==> src/mem_pkg.sv <==
// Memory-side types shared by the loader blocks; import where addresses or bytes are handled
package mem_pkg;

	// ==============================
	// Widths
	// ==============================

	// Byte address into the external SDRAM space
	parameter int unsigned MEM_AW = 25;

	// Memory is byte wide
	parameter int unsigned MEM_BW = 8;

	// ==============================
	// Types
	// ==============================

	typedef logic [MEM_AW-1:0] mem_addr_t;

	typedef logic [MEM_BW-1:0] mem_byte_t;

	// One pending memory write, address in the upper bits
	typedef struct packed {
		mem_addr_t addr;
		mem_byte_t data;
	} mem_req_t;

endpackage

==> src/loader_pkg.sv <==
// Download format constants for PRG and TAP files and the BASIC zero-page pointer map
package loader_pkg;

	// ==============================
	// File index codes
	// ==============================

	// PRG matches on the low six bits, upper two bits must be clear
	localparam logic [5:0] DL_IDX_PRG = 6'd4;

	// TAP matches on the full index
	localparam logic [7:0] DL_IDX_TAP = 8'd6;

	// ==============================
	// File layout
	// ==============================

	// Load address, low byte first
	localparam int unsigned PRG_HDR_LEN = 2;

	// Tape images land in a fixed buffer above the main RAM
	localparam mem_pkg::mem_addr_t TAP_BASE = 25'h200000;

	// ==============================
	// BASIC pointers
	// ==============================

	// Scan covers the whole zero page
	localparam logic [8:0] PTR_SCAN_END = 9'h100;

	localparam logic [7:0] PTR_TXT_LO = 8'h2B;
	localparam logic [7:0] PTR_TXT_HI = 8'h2C;

	// Low bytes only, high byte sits one address up
	localparam logic [7:0] PTR_VAR  = 8'h2D;
	localparam logic [7:0] PTR_ARY  = 8'h2F;
	localparam logic [7:0] PTR_STR  = 8'h31;
	localparam logic [7:0] PTR_SAVE = 8'hAC;
	localparam logic [7:0] PTR_LEND = 8'hAE;

	// Reset value of the BASIC text start
	localparam logic [15:0] TXT_START = 16'h0801;

endpackage

==> src/wr_req_if.sv <==
// Valid/ready bundle for one memory write request between loader blocks
`timescale 1ns/100ps

interface wr_req_if;

	logic               valid;
	logic               ready;
	mem_pkg::mem_addr_t addr;
	mem_pkg::mem_byte_t data;

	// Producer holds addr and data while valid is high and ready is low
	modport producer (
		output valid,
		output addr,
		output data,
		input  ready
	);

	modport consumer (
		input  valid,
		input  addr,
		input  data,
		output ready
	);

endinterface
==> src/basic_ptr_init.sv <==
// Walks the zero page after a PRG load and requests the BASIC pointer writes
`timescale 1ns/100ps

module basic_ptr_init (
	input  logic        clk_sys,
	input  logic        reset_n,
	input  logic        start_i,
	input  logic [15:0] end_addr_i,
	wr_req_if.producer  req,
	output logic        done_o
);
	import mem_pkg::*;
	import loader_pkg::*;

	logic [8:0] scan_addr;
	logic       busy;
	logic       req_valid;
	mem_byte_t  req_data;
	logic       hit;
	mem_byte_t  hit_data;

	// ==============================
	// Pointer table
	// ==============================

	always_comb begin
		hit      = 1'b1;
		hit_data = '0;
		case (scan_addr[7:0])
			// Text start keeps its reset value
			PTR_TXT_LO: hit_data = TXT_START[7:0];
			PTR_TXT_HI: hit_data = TXT_START[15:8];
			// Save start cleared as on reset
			PTR_SAVE, PTR_SAVE + 8'd1: hit_data = '0;
			// These all point at the first free byte after the program
			PTR_VAR, PTR_ARY, PTR_STR, PTR_LEND: hit_data = end_addr_i[7:0];
			PTR_VAR + 8'd1, PTR_ARY + 8'd1, PTR_STR + 8'd1, PTR_LEND + 8'd1: begin
				hit_data = end_addr_i[15:8];
			end
			default: hit = 1'b0;
		endcase
	end

	// ==============================
	// Scan sequencer
	// ==============================

	always_ff @(posedge clk_sys) begin
		if (!reset_n) begin
			busy      <= 1'b0;
			req_valid <= 1'b0;
			done_o    <= 1'b0;
			scan_addr <= '0;
		end else begin
			done_o <= 1'b0;
			if (start_i && !busy) begin
				busy      <= 1'b1;
				scan_addr <= '0;
			end else if (busy) begin
				if (req_valid) begin
					// Hold the address until the request is taken
					if (req.ready) begin
						req_valid <= 1'b0;
						scan_addr <= scan_addr + 1'b1;
					end
				end else if (scan_addr == PTR_SCAN_END) begin
					busy   <= 1'b0;
					done_o <= 1'b1;
				end else if (hit) begin
					req_valid <= 1'b1;
				end else begin
					scan_addr <= scan_addr + 1'b1;
				end
			end
		end
	end

	always_ff @(posedge clk_sys) begin
		if (busy && !req_valid && hit) begin
			req_data <= hit_data;
		end
	end

	// Zero page address, stable while the request waits
	assign req.valid = req_valid;
	assign req.addr  = mem_addr_t'(scan_addr[7:0]);
	assign req.data  = req_data;

endmodule

==> src/load_ctrl.sv <==
// Turns the host download strobes into write requests and starts pointer setup after a PRG
`timescale 1ns/100ps

module load_ctrl (
	input  logic               clk_sys,
	input  logic               reset_n,
	input  logic               dl_active_i,
	input  logic               dl_wr_i,
	input  logic [7:0]         dl_index_i,
	input  mem_pkg::mem_addr_t dl_addr_i,
	input  mem_pkg::mem_byte_t dl_data_i,
	output logic               dl_wait_o,
	wr_req_if.consumer         ptr_req,
	wr_req_if.producer         push,
	output logic               ptr_start_o,
	output logic [15:0]        ptr_end_o
);
	import mem_pkg::*;
	import loader_pkg::*;

	logic        load_prg;
	logic        load_tap;
	logic        is_hdr;
	logic        take_byte;
	logic        dl_active_q;
	logic        prg_mode;
	logic        dl_valid;
	mem_addr_t   load_addr;
	logic [15:0] end_addr;
	mem_req_t    dl_req;

	// ==============================
	// Index decode
	// ==============================

	assign load_prg  = (dl_index_i[7:6] == 2'b00) && (dl_index_i[5:0] == DL_IDX_PRG);
	assign load_tap  = (dl_index_i == DL_IDX_TAP);
	assign is_hdr    = (dl_addr_i < mem_addr_t'(PRG_HDR_LEN));

	// Bytes that become memory writes, PRG header excluded
	assign take_byte = dl_wr_i && ((load_prg && !is_hdr) || load_tap);

	// ==============================
	// Control
	// ==============================

	always_ff @(posedge clk_sys) begin
		if (!reset_n) begin
			dl_active_q <= 1'b0;
			prg_mode    <= 1'b0;
			dl_valid    <= 1'b0;
			ptr_start_o <= 1'b0;
		end else begin
			dl_active_q <= dl_active_i;
			ptr_start_o <= 1'b0;
			// Remember the file type for the end of the download
			if (dl_active_i && !dl_active_q) begin
				prg_mode <= load_prg;
			end
			if (dl_active_q && !dl_active_i && prg_mode) begin
				ptr_start_o <= 1'b1;
			end
			if (take_byte) begin
				dl_valid <= 1'b1;
			end else if (push.ready) begin
				dl_valid <= 1'b0;
			end
		end
	end

	// ==============================
	// Addresses and payload
	// ==============================

	always_ff @(posedge clk_sys) begin
		if (dl_wr_i && load_prg) begin
			if (is_hdr) begin
				// Header gives the load address, low byte first
				load_addr[MEM_AW-1:16] <= '0;
				if (dl_addr_i[0]) begin
					load_addr[15:8] <= dl_data_i;
					end_addr[15:8]  <= dl_data_i;
				end else begin
					load_addr[7:0] <= dl_data_i;
					end_addr[7:0]  <= dl_data_i;
				end
			end else begin
				load_addr <= load_addr + 1'b1;
				end_addr  <= end_addr + 1'b1;
			end
		end
		if (take_byte) begin
			dl_req.addr <= load_tap ? (TAP_BASE + dl_addr_i) : load_addr;
			dl_req.data <= dl_data_i;
		end
	end

	// Download bytes first, pointer writes only once the last byte is queued
	assign push.valid    = dl_valid || ptr_req.valid;
	assign push.addr     = dl_valid ? dl_req.addr : ptr_req.addr;
	assign push.data     = dl_valid ? dl_req.data : ptr_req.data;
	assign ptr_req.ready = push.ready && !dl_valid;

	assign dl_wait_o = dl_valid;
	assign ptr_end_o = end_addr;

	// Host honours the wait level, otherwise a held byte would be overwritten
	assert property (@(posedge clk_sys) disable iff (!reset_n)
		dl_wait_o |-> !dl_wr_i)
		else $error("load_ctrl: host write while a byte is still held");

endmodule

==> src/mem_slot.sv <==
// Issues one queued memory write in each free bus slot, at the end of the slot level
`timescale 1ns/100ps

module mem_slot (
	input  logic               clk_sys,
	input  logic               reset_n,
	input  logic               io_cycle_i,
	wr_req_if.consumer         req,
	output logic               mem_we_o,
	output mem_pkg::mem_addr_t mem_addr_o,
	output mem_pkg::mem_byte_t mem_data_o
);
	import mem_pkg::*;

	logic     io_cycle_q;
	logic     slot_end;
	mem_req_t wr_q;

	// ==============================
	// Slot edge detect
	// ==============================

	// Falling edge of the slot level ends the free slot
	assign slot_end = io_cycle_q && !io_cycle_i;

	// Pop only at a slot end; without a request the slot goes unused
	assign req.ready = slot_end;

	always_ff @(posedge clk_sys) begin
		if (!reset_n) begin
			io_cycle_q <= 1'b0;
			mem_we_o   <= 1'b0;
		end else begin
			io_cycle_q <= io_cycle_i;
			mem_we_o   <= slot_end && req.valid;
		end
	end

	// ==============================
	// Write payload
	// ==============================

	// Captured in the same edge that raises the strobe
	always_ff @(posedge clk_sys) begin
		if (slot_end && req.valid) begin
			wr_q <= '{addr: req.addr, data: req.data};
		end
	end

	assign mem_addr_o = wr_q.addr;
	assign mem_data_o = wr_q.data;

	// One write per slot, so the strobe never lasts two cycles
	assert property (@(posedge clk_sys) disable iff (!reset_n)
		mem_we_o |=> !mem_we_o)
		else $error("mem_slot: write strobe held for two cycles");

endmodule

==> src/prg_loader_top.sv <==
// Download-to-memory loader top level, host strobes in and slot-timed memory writes out
`timescale 1ns/100ps

module prg_loader_top #(
	parameter int unsigned FIFO_DEPTH = 4
) (
	input  logic               clk_sys,
	input  logic               reset_n,
	// Host download stream
	input  logic               dl_active_i,
	input  logic               dl_wr_i,
	input  logic [7:0]         dl_index_i,
	input  mem_pkg::mem_addr_t dl_addr_i,
	input  mem_pkg::mem_byte_t dl_data_i,
	output logic               dl_wait_o,
	// System bus slot and memory write port
	input  logic               io_cycle_i,
	output logic               mem_we_o,
	output mem_pkg::mem_addr_t mem_addr_o,
	output mem_pkg::mem_byte_t mem_data_o,
	output logic               autostart_o
);

	wr_req_if ptr_req ();
	wr_req_if push_req ();
	wr_req_if pop_req ();

	logic        ctrl_wait;
	logic        fifo_full;
	logic        ptr_start;
	logic [15:0] ptr_end;

	// Host waits on a held byte or a full queue
	assign dl_wait_o = ctrl_wait || fifo_full;

	load_ctrl ctrl0 (
		.clk_sys     (clk_sys),
		.reset_n     (reset_n),
		.dl_active_i (dl_active_i),
		.dl_wr_i     (dl_wr_i),
		.dl_index_i  (dl_index_i),
		.dl_addr_i   (dl_addr_i),
		.dl_data_i   (dl_data_i),
		.dl_wait_o   (ctrl_wait),
		.ptr_req     (ptr_req.consumer),
		.push        (push_req.producer),
		.ptr_start_o (ptr_start),
		.ptr_end_o   (ptr_end)
	);

	basic_ptr_init ptr0 (
		.clk_sys    (clk_sys),
		.reset_n    (reset_n),
		.start_i    (ptr_start),
		.end_addr_i (ptr_end),
		.req        (ptr_req.producer),
		.done_o     (autostart_o)
	);

	req_fifo #(
		.DEPTH (FIFO_DEPTH)
	) fifo0 (
		.clk_sys (clk_sys),
		.reset_n (reset_n),
		.push    (push_req.consumer),
		.pop     (pop_req.producer),
		.full_o  (fifo_full)
	);

	mem_slot slot0 (
		.clk_sys    (clk_sys),
		.reset_n    (reset_n),
		.io_cycle_i (io_cycle_i),
		.req        (pop_req.consumer),
		.mem_we_o   (mem_we_o),
		.mem_addr_o (mem_addr_o),
		.mem_data_o (mem_data_o)
	);

endmodule

==> src/req_fifo.sv <==
// Small write-request queue between the download side and the bus slot issuer
`timescale 1ns/100ps

module req_fifo #(
	parameter int unsigned DEPTH = 4
) (
	input  logic       clk_sys,
	input  logic       reset_n,
	wr_req_if.consumer push,
	wr_req_if.producer pop,
	output logic       full_o
);
	import mem_pkg::*;

	localparam int unsigned PTR_W = (DEPTH > 1) ? $clog2(DEPTH) : 1;
	localparam int unsigned CNT_W = $clog2(DEPTH + 1);

	mem_req_t         q_mem [DEPTH];
	logic [PTR_W-1:0] wr_ptr;
	logic [PTR_W-1:0] rd_ptr;
	logic [CNT_W-1:0] count;
	logic             do_push;
	logic             do_pop;

	// Wraps at DEPTH, which need not be a power of two
	function automatic logic [PTR_W-1:0] ptr_next(input logic [PTR_W-1:0] ptr);
		logic [PTR_W-1:0] nxt;
		nxt = ptr + 1'b1;
		if (ptr == PTR_W'(DEPTH - 1)) begin
			nxt = '0;
		end
		return nxt;
	endfunction

	assign push.ready = (count != CNT_W'(DEPTH));
	assign do_push    = push.valid && push.ready;

	// Head of queue is visible the cycle after its push
	assign pop.valid = (count != '0);
	assign pop.addr  = q_mem[rd_ptr].addr;
	assign pop.data  = q_mem[rd_ptr].data;
	assign do_pop    = pop.valid && pop.ready;

	always_ff @(posedge clk_sys) begin
		if (do_push) begin
			q_mem[wr_ptr] <= '{addr: push.addr, data: push.data};
		end
	end

	always_ff @(posedge clk_sys) begin
		if (!reset_n) begin
			wr_ptr <= '0;
			rd_ptr <= '0;
			count  <= '0;
			full_o <= 1'b0;
		end else begin
			if (do_push) begin
				wr_ptr <= ptr_next(wr_ptr);
			end
			if (do_pop) begin
				rd_ptr <= ptr_next(rd_ptr);
			end
			case ({do_push, do_pop})
				2'b10:   count <= count + 1'b1;
				2'b01:   count <= count - 1'b1;
				default: count <= count;
			endcase
			// Host wait level, one cycle behind the queue state
			full_o <= !push.ready;
		end
	end

	// Pointers meet only when the queue is empty or full, and the count never overflows
	assert property (@(posedge clk_sys) disable iff (!reset_n)
		(count <= CNT_W'(DEPTH)) &&
		((wr_ptr == rd_ptr) == ((count == '0) || (count == CNT_W'(DEPTH)))))
		else $error("req_fifo: count out of step with the pointers");

	// A stalled request must wait on the port unchanged
	assert property (@(posedge clk_sys) disable iff (!reset_n)
		(push.valid && !push.ready) |=>
		(push.valid && $stable(push.addr) && $stable(push.data)))
		else $error("req_fifo: stalled request changed before acceptance");

endmodule

==> config.mk <==
export PLATFORM = sky130hd
export DESIGN_NAME = prg_loader_top
export DESIGN_NICKNAME = d
export VERILOG_FILES = /design/src/mem_pkg.sv /design/src/loader_pkg.sv /design/src/wr_req_if.sv /design/src/basic_ptr_init.sv /design/src/load_ctrl.sv /design/src/mem_slot.sv /design/src/prg_loader_top.sv /design/src/req_fifo.sv
export SDC_FILE = /design/constraint.sdc
export NUM_CORES = 1
export LEC_CHECK = 0
export ABC_CLOCK_PERIOD_IN_PS = 6850
export CORE_AREA = 2 2 163 165
export DETAILED_ROUTE_END_ITERATION = 6
export DIE_AREA = 0 0 165 167
export DONT_BUFFER_PORTS = 1
export GPL_ROUTABILITY_DRIVEN = 1
export PLACE_DENSITY = 0.67
export SLEW_MARGIN = 20
export SYNTH_ARGS = -nofsm -noshare
export SYNTH_HDL_FRONTEND = slang
export SYNTH_SLANG_ARGS = --single-unit
==> constraint.sdc <==
create_clock -name clk_sys -period 6.85 [get_ports clk_sys]
set_input_delay 1.37 -clock clk_sys [delete_from_list [all_inputs] [get_ports clk_sys]]
set_output_delay 1.37 -clock clk_sys [all_outputs]
set_load 0.02 [all_outputs]
==> impl.org <==
** Critical path
- Max Fanout on Critical Path :: 40
- In this run the critical register-to-register path is launched from ptr0.scan_addr[4].
- STA classifies the critical path startpoint as a primary input.
- Data required time of the worst path :: between 7000 and 8000 ps
- Kind of capture point of the worst setup path :: flip-flop
- STA puts the critical path data arrival time at ~3600 ps.
- For the worst flop-to-flop path, the logic depth is 6.
- Reg2reg setup slack :: around 3800 ps
- In this run the critical register-to-register path is captured at ptr0.req.data[0].
- The critical path is of the primary input to flip-flop type.

** Drt
- The detailed router placed around 6k vias in this run.
- Total routed wirelength :: 22700 µm
- The detail route stage leaves a number of antenna-violating nets equal to 0.
- After detailed routing, the number of remaining DRC violations is 0.
- Starting DRT DRC Count :: approximately 560
- The first detailed-routing pass ran for 5 iterations.
- Vias per Instance :: between 5 and 6
- Wire length per cell after detailed routing :: between 20 and 25 µm

** Synthesis
- Main combinational cell family by area after synthesis :: multiplexers
- The mapped netlist covers 11500 µm².
- Syn nets :: 799
- Count of yosys warnings during synthesis :: 0
- Synthesized-area fraction occupied by ao, oa, aoi and oai cells :: 0.0468
- Of the total synthesized cell area, the portion taken by AND, OR, NAND and NOR gates is 0.0923.
- Cells taking the most area after synthesis :: sky130_fd_sc_hd__edfxtp_1 65%, sky130_fd_sc_hd__mux4_2 6.5%, sky130_fd_sc_hd__dfxtp_1 4.5%
- Sequential area share after synthesis :: 0.692
- Cell type with the highest aggregate area in the netlist :: sky130_fd_sc_hd__edfxtp_1
- Measured against the total synthesized area, the mux share comes to 0.104.
- Dominant synthesized flop cell :: sky130_fd_sc_hd__edfxtp_1
- Top cell type's share of synthesized area :: 0.647
- The cell count after synthesis came out at roughly 740.
- Of the total synthesized cell area, the portion taken by full adders, half adders and majority gates is 0.0181.
- Of the total synthesized cell area, the portion taken by XOR and XNOR cells is 0.0298.
- For this run, asynchronously set or reset flops after synthesis account for 0.
- Post-synthesis area per instance :: approximately 16 µm²
- The synthesized design contains 247 enable-type register cells.
- Number of distinct library cell variants in the gate-level netlist after synthesis :: between 50 and 60
- Register bit count reported by yosys :: about 270

** Floorplanning
- The floorplan step defined a core boundary enclosing ~26000 µm².
- In this run the vertical extent of the chip is 167 µm.
- The die covers 27600 µm².
- The initial utilization of the core area, before any placement, comes to 0.445.
- Number of rows in the core area :: slightly below 60
- Horizontal extent of the die :: around 170 µm
- During I/O placement, the number of pins put on the boundary was 82.

** Power
- Maximum vdd drop :: around 0.17 mV
- Share of power burned in registers :: 0.561
- Switching portion of total power :: 0.196
- Of the total power, the clock network draws 0.433.
- Summed over all nets, the switching power comes to 625 µW.
- Leakage power total :: about 4 nW
- The internal portion of the total power is 2.57 mW.
- Post-route total power :: about 3.2 mW
- Power density over cell area :: 252 nW/µm²
- Portion of total power attributed to combinational logic :: 0.006

** CTS
- In this run the number of H-tree levels came out at 1.
- Gates resized during post-CTS repair numbered 0.
- After clock tree synthesis, the setup repair step added 0 buffers.
- TritonCTS built the clock tree.
- The clock reaches the later pin of the worst-skew pair after around 530 ps.
- Number of buffers created by CTS :: 28
- Clock tree synthesis found a total of roughly 270 sinks.
- Cell at the root of the clock tree :: sky130_fd_sc_hd__clkbuf_16
- Clock Path Buffers :: 3
- Hold buffer count at CTS :: 0
- Reg clk slew, reported paths :: around 60 ps

** Job
- Max-cap violations in this run came to 0.

** Place
- In this run the tool buffered the top-level ports with 0 buffer cells.
- Once placement completed, the tool counted placed cells totaling roughly 1.1k.
- Detailed placement ended at an HPWL of 15500 µm.
- Final RePlAce weighted congestion :: 0.878

** Finish
- Final antenna diode count :: 0
- The library cell used most frequently in the layout, excluding fill and tap cells, is sky130_fd_sc_hd__edfxtp_1.
- Most frequent cells in the layout :: 247 x sky130_fd_sc_hd__edfxtp_1, 48 x sky130_fd_sc_hd__nor2_1, 41 x sky130_fd_sc_hd__nand2_1
- The count of cells in the finished layout, fillers not included, comes to 1105.
- Synthesis-to-layout area growth :: 10.8%
- Layout net count :: ~800
- Share of layout cells above drive strength 1 :: 0.170

** Global route
- Grt ovf :: 0
- Wire length of the first global-routing pass :: 35100 µm
- Across every metal layer, demand over resource in global routing totals 0.167.
- Initial antenna violation count :: 0
- Maximum number of pins on one net before global-route repair :: a little over 40
- Vias in the first global route :: 5997

** Timing
- After routing, the total negative slack on setup checks comes to 0 ps.
- For the pin with the worst max-slew slack, the measured transition is roughly 800 ps.
- The worst pin sits at a relative slew slack of 0.451.
- The number of pins exceeding their max-slew limit in the final report was 0.
- Period Utilization, post-route :: 0.485
- Setup repair after global routing left no endpoint under its margin.
- On the final layout, the worst clock skew is approximately 9.7 ps.
- Counting I/O delays and the setup requirement, the final critical path takes approximately 3300 ps.
- Setup violations remaining at the end of the flow were counted as 0.
- The number of hold violations in the final report came to 0.
- FMAX :: roughly 0.30 GHz

** Hold path
- The worst hold path terminates at ptr0.scan_addr[8].
- The worst hold path begins at ptr0.scan_addr[8].
- Tightest Hold Check Type :: flip-flop to flip-flop
- Cell depth of the worst min-delay path :: 2

** Outcome
- The flow ran to the end, and the final reports show no timing, DRC or antenna violations.
## layer usage
layer / track usage / part of all wire / wire, µm
met5: 0 / 0 / 0
met4: 0.0514 / 0.025 / 578
met3: 0.0267 / 0.055 / 1260
met2: 0.252 / 0.46 / 10400
met1: 0.250 / 0.46 / 10500
## worst max-delay path, cell delays in order
cell	delay, ps
sky130_fd_sc_hd__nor4_1	700
sky130_fd_sc_hd__nand3_1	170
sky130_fd_sc_hd__o21ai_0	260
sky130_fd_sc_hd__nand3_1	100
sky130_fd_sc_hd__buf_4	280
sky130_fd_sc_hd__o21ai_0	330
sky130_fd_sc_hd__nor2b_2	70
sky130_fd_sc_hd__buf_4	260
## through the flow
stage,area (µm²),setup WS [ps],hold slack [ps],util
6_report,12700,3530,492,0.493
5_1_grt,12700,3400,536,0.493
4_1_cts,12700,3550,489,0.493
3_5_place_dp,11900,2990,480,0.460
3_3_place_gp,11900,3060,478,0.460
2_1_floorplan,11500,1130,452,-
## worst max-delay path by stage
stage                  endpoint          start  cells after the start
2_1_floorplan    fifo0.count[2]     io_cycle_i                      7
3_3_place_gp   ctrl0.dl_req[26]  dl_addr_i[13]                      8
3_5_place_dp   ctrl0.dl_req[26]  dl_addr_i[13]                      8
4_1_cts         ctrl0.dl_req[1]  dl_addr_i[13]                      8
5_1_grt        ctrl0.dl_req[26]  dl_addr_i[13]                      8
6_report       ctrl0.dl_req[26]  dl_addr_i[13]                      8
## cells in the mapped netlist, types with 2 or more instances
cell type / n
sky130_fd_sc_hd__a21oi_1: 39
sky130_fd_sc_hd__a22o_1: 5
sky130_fd_sc_hd__a31oi_1: 4
sky130_fd_sc_hd__and2_1: 26
sky130_fd_sc_hd__and3_1: 14
sky130_fd_sc_hd__and4_1: 4
sky130_fd_sc_hd__buf_1: 6
sky130_fd_sc_hd__buf_6: 2
sky130_fd_sc_hd__clkbuf_1: 19
sky130_fd_sc_hd__dfxtp_1: 26
sky130_fd_sc_hd__edfxtp_1: 247
sky130_fd_sc_hd__ha_1: 15
sky130_fd_sc_hd__inv_1: 18
sky130_fd_sc_hd__mux2_2: 34
sky130_fd_sc_hd__mux2i_1: 7
sky130_fd_sc_hd__mux4_2: 33
sky130_fd_sc_hd__nand2_1: 42
sky130_fd_sc_hd__nand2b_1: 6
sky130_fd_sc_hd__nand3_1: 19
sky130_fd_sc_hd__nand4_1: 6
sky130_fd_sc_hd__nor2_1: 48
sky130_fd_sc_hd__nor2b_1: 6
sky130_fd_sc_hd__nor3_1: 10
sky130_fd_sc_hd__nor3b_1: 3
sky130_fd_sc_hd__nor4_1: 7
sky130_fd_sc_hd__nor4b_1: 2
sky130_fd_sc_hd__o21a_1: 3
sky130_fd_sc_hd__o21ai_0: 16
sky130_fd_sc_hd__o21ai_1: 3
sky130_fd_sc_hd__or2_2: 2
sky130_fd_sc_hd__or3_1: 4
sky130_fd_sc_hd__xnor2_1: 18
sky130_fd_sc_hd__xor2_1: 21
## cells by family after synthesis
| family | after synthesis |
|---|---|
| DFF | 273 |
| muxes | 74 |
| xor gates and xnor gates | 39 |
| buffers and inverters | 46 |
| and+or+nand+nor | 205 |
| AOI/OAI and AO/OA | 84 |
| adders and majority gates | 16 |
## registers in the layout (all words and copies together) (netlist names), 2 cells and up
register          cells
fifo0.count           3
slot0.mem_addr_o     25
ctrl0.dl_req         33
fifo0.q_mem         132
ctrl0.ptr_end_o      16
fifo0.rd_ptr          2
ptr0.req.data         8
ptr0.scan_addr        9
ctrl0.load_addr      25
fifo0.wr_ptr          2
slot0.mem_data_o      8
## area by class of cell
| class | count | area [µm²] |
|---|---|---|
| fillers | 2125 | 13100 |
| flip-flops and latches | 273 | 7940 |
| multi-input cells | 418 | 3350 |
| clock buffers | 33 | 741 |
| well taps | 335 | 419 |
| clock inverters | 16 | 93.8 |
| repair buffers | 12 | 90.1 |
| inverters | 18 | 67.6 |
## power by group through the flow
stage	clock network (mW)	logic, mW	registers [mW]
4_1_cts	1.41	0.0184	1.79
6_report	1.38	0.0184	1.79
2_1_floorplan	0	0.0140	1.83
3_3_place_gp	0	0.0181	1.83
5_1_grt	1.48	0.0204	1.79
3_5_place_dp	0	0.0183	1.83
Note: power is estimated with default switching activity, not from simulation.
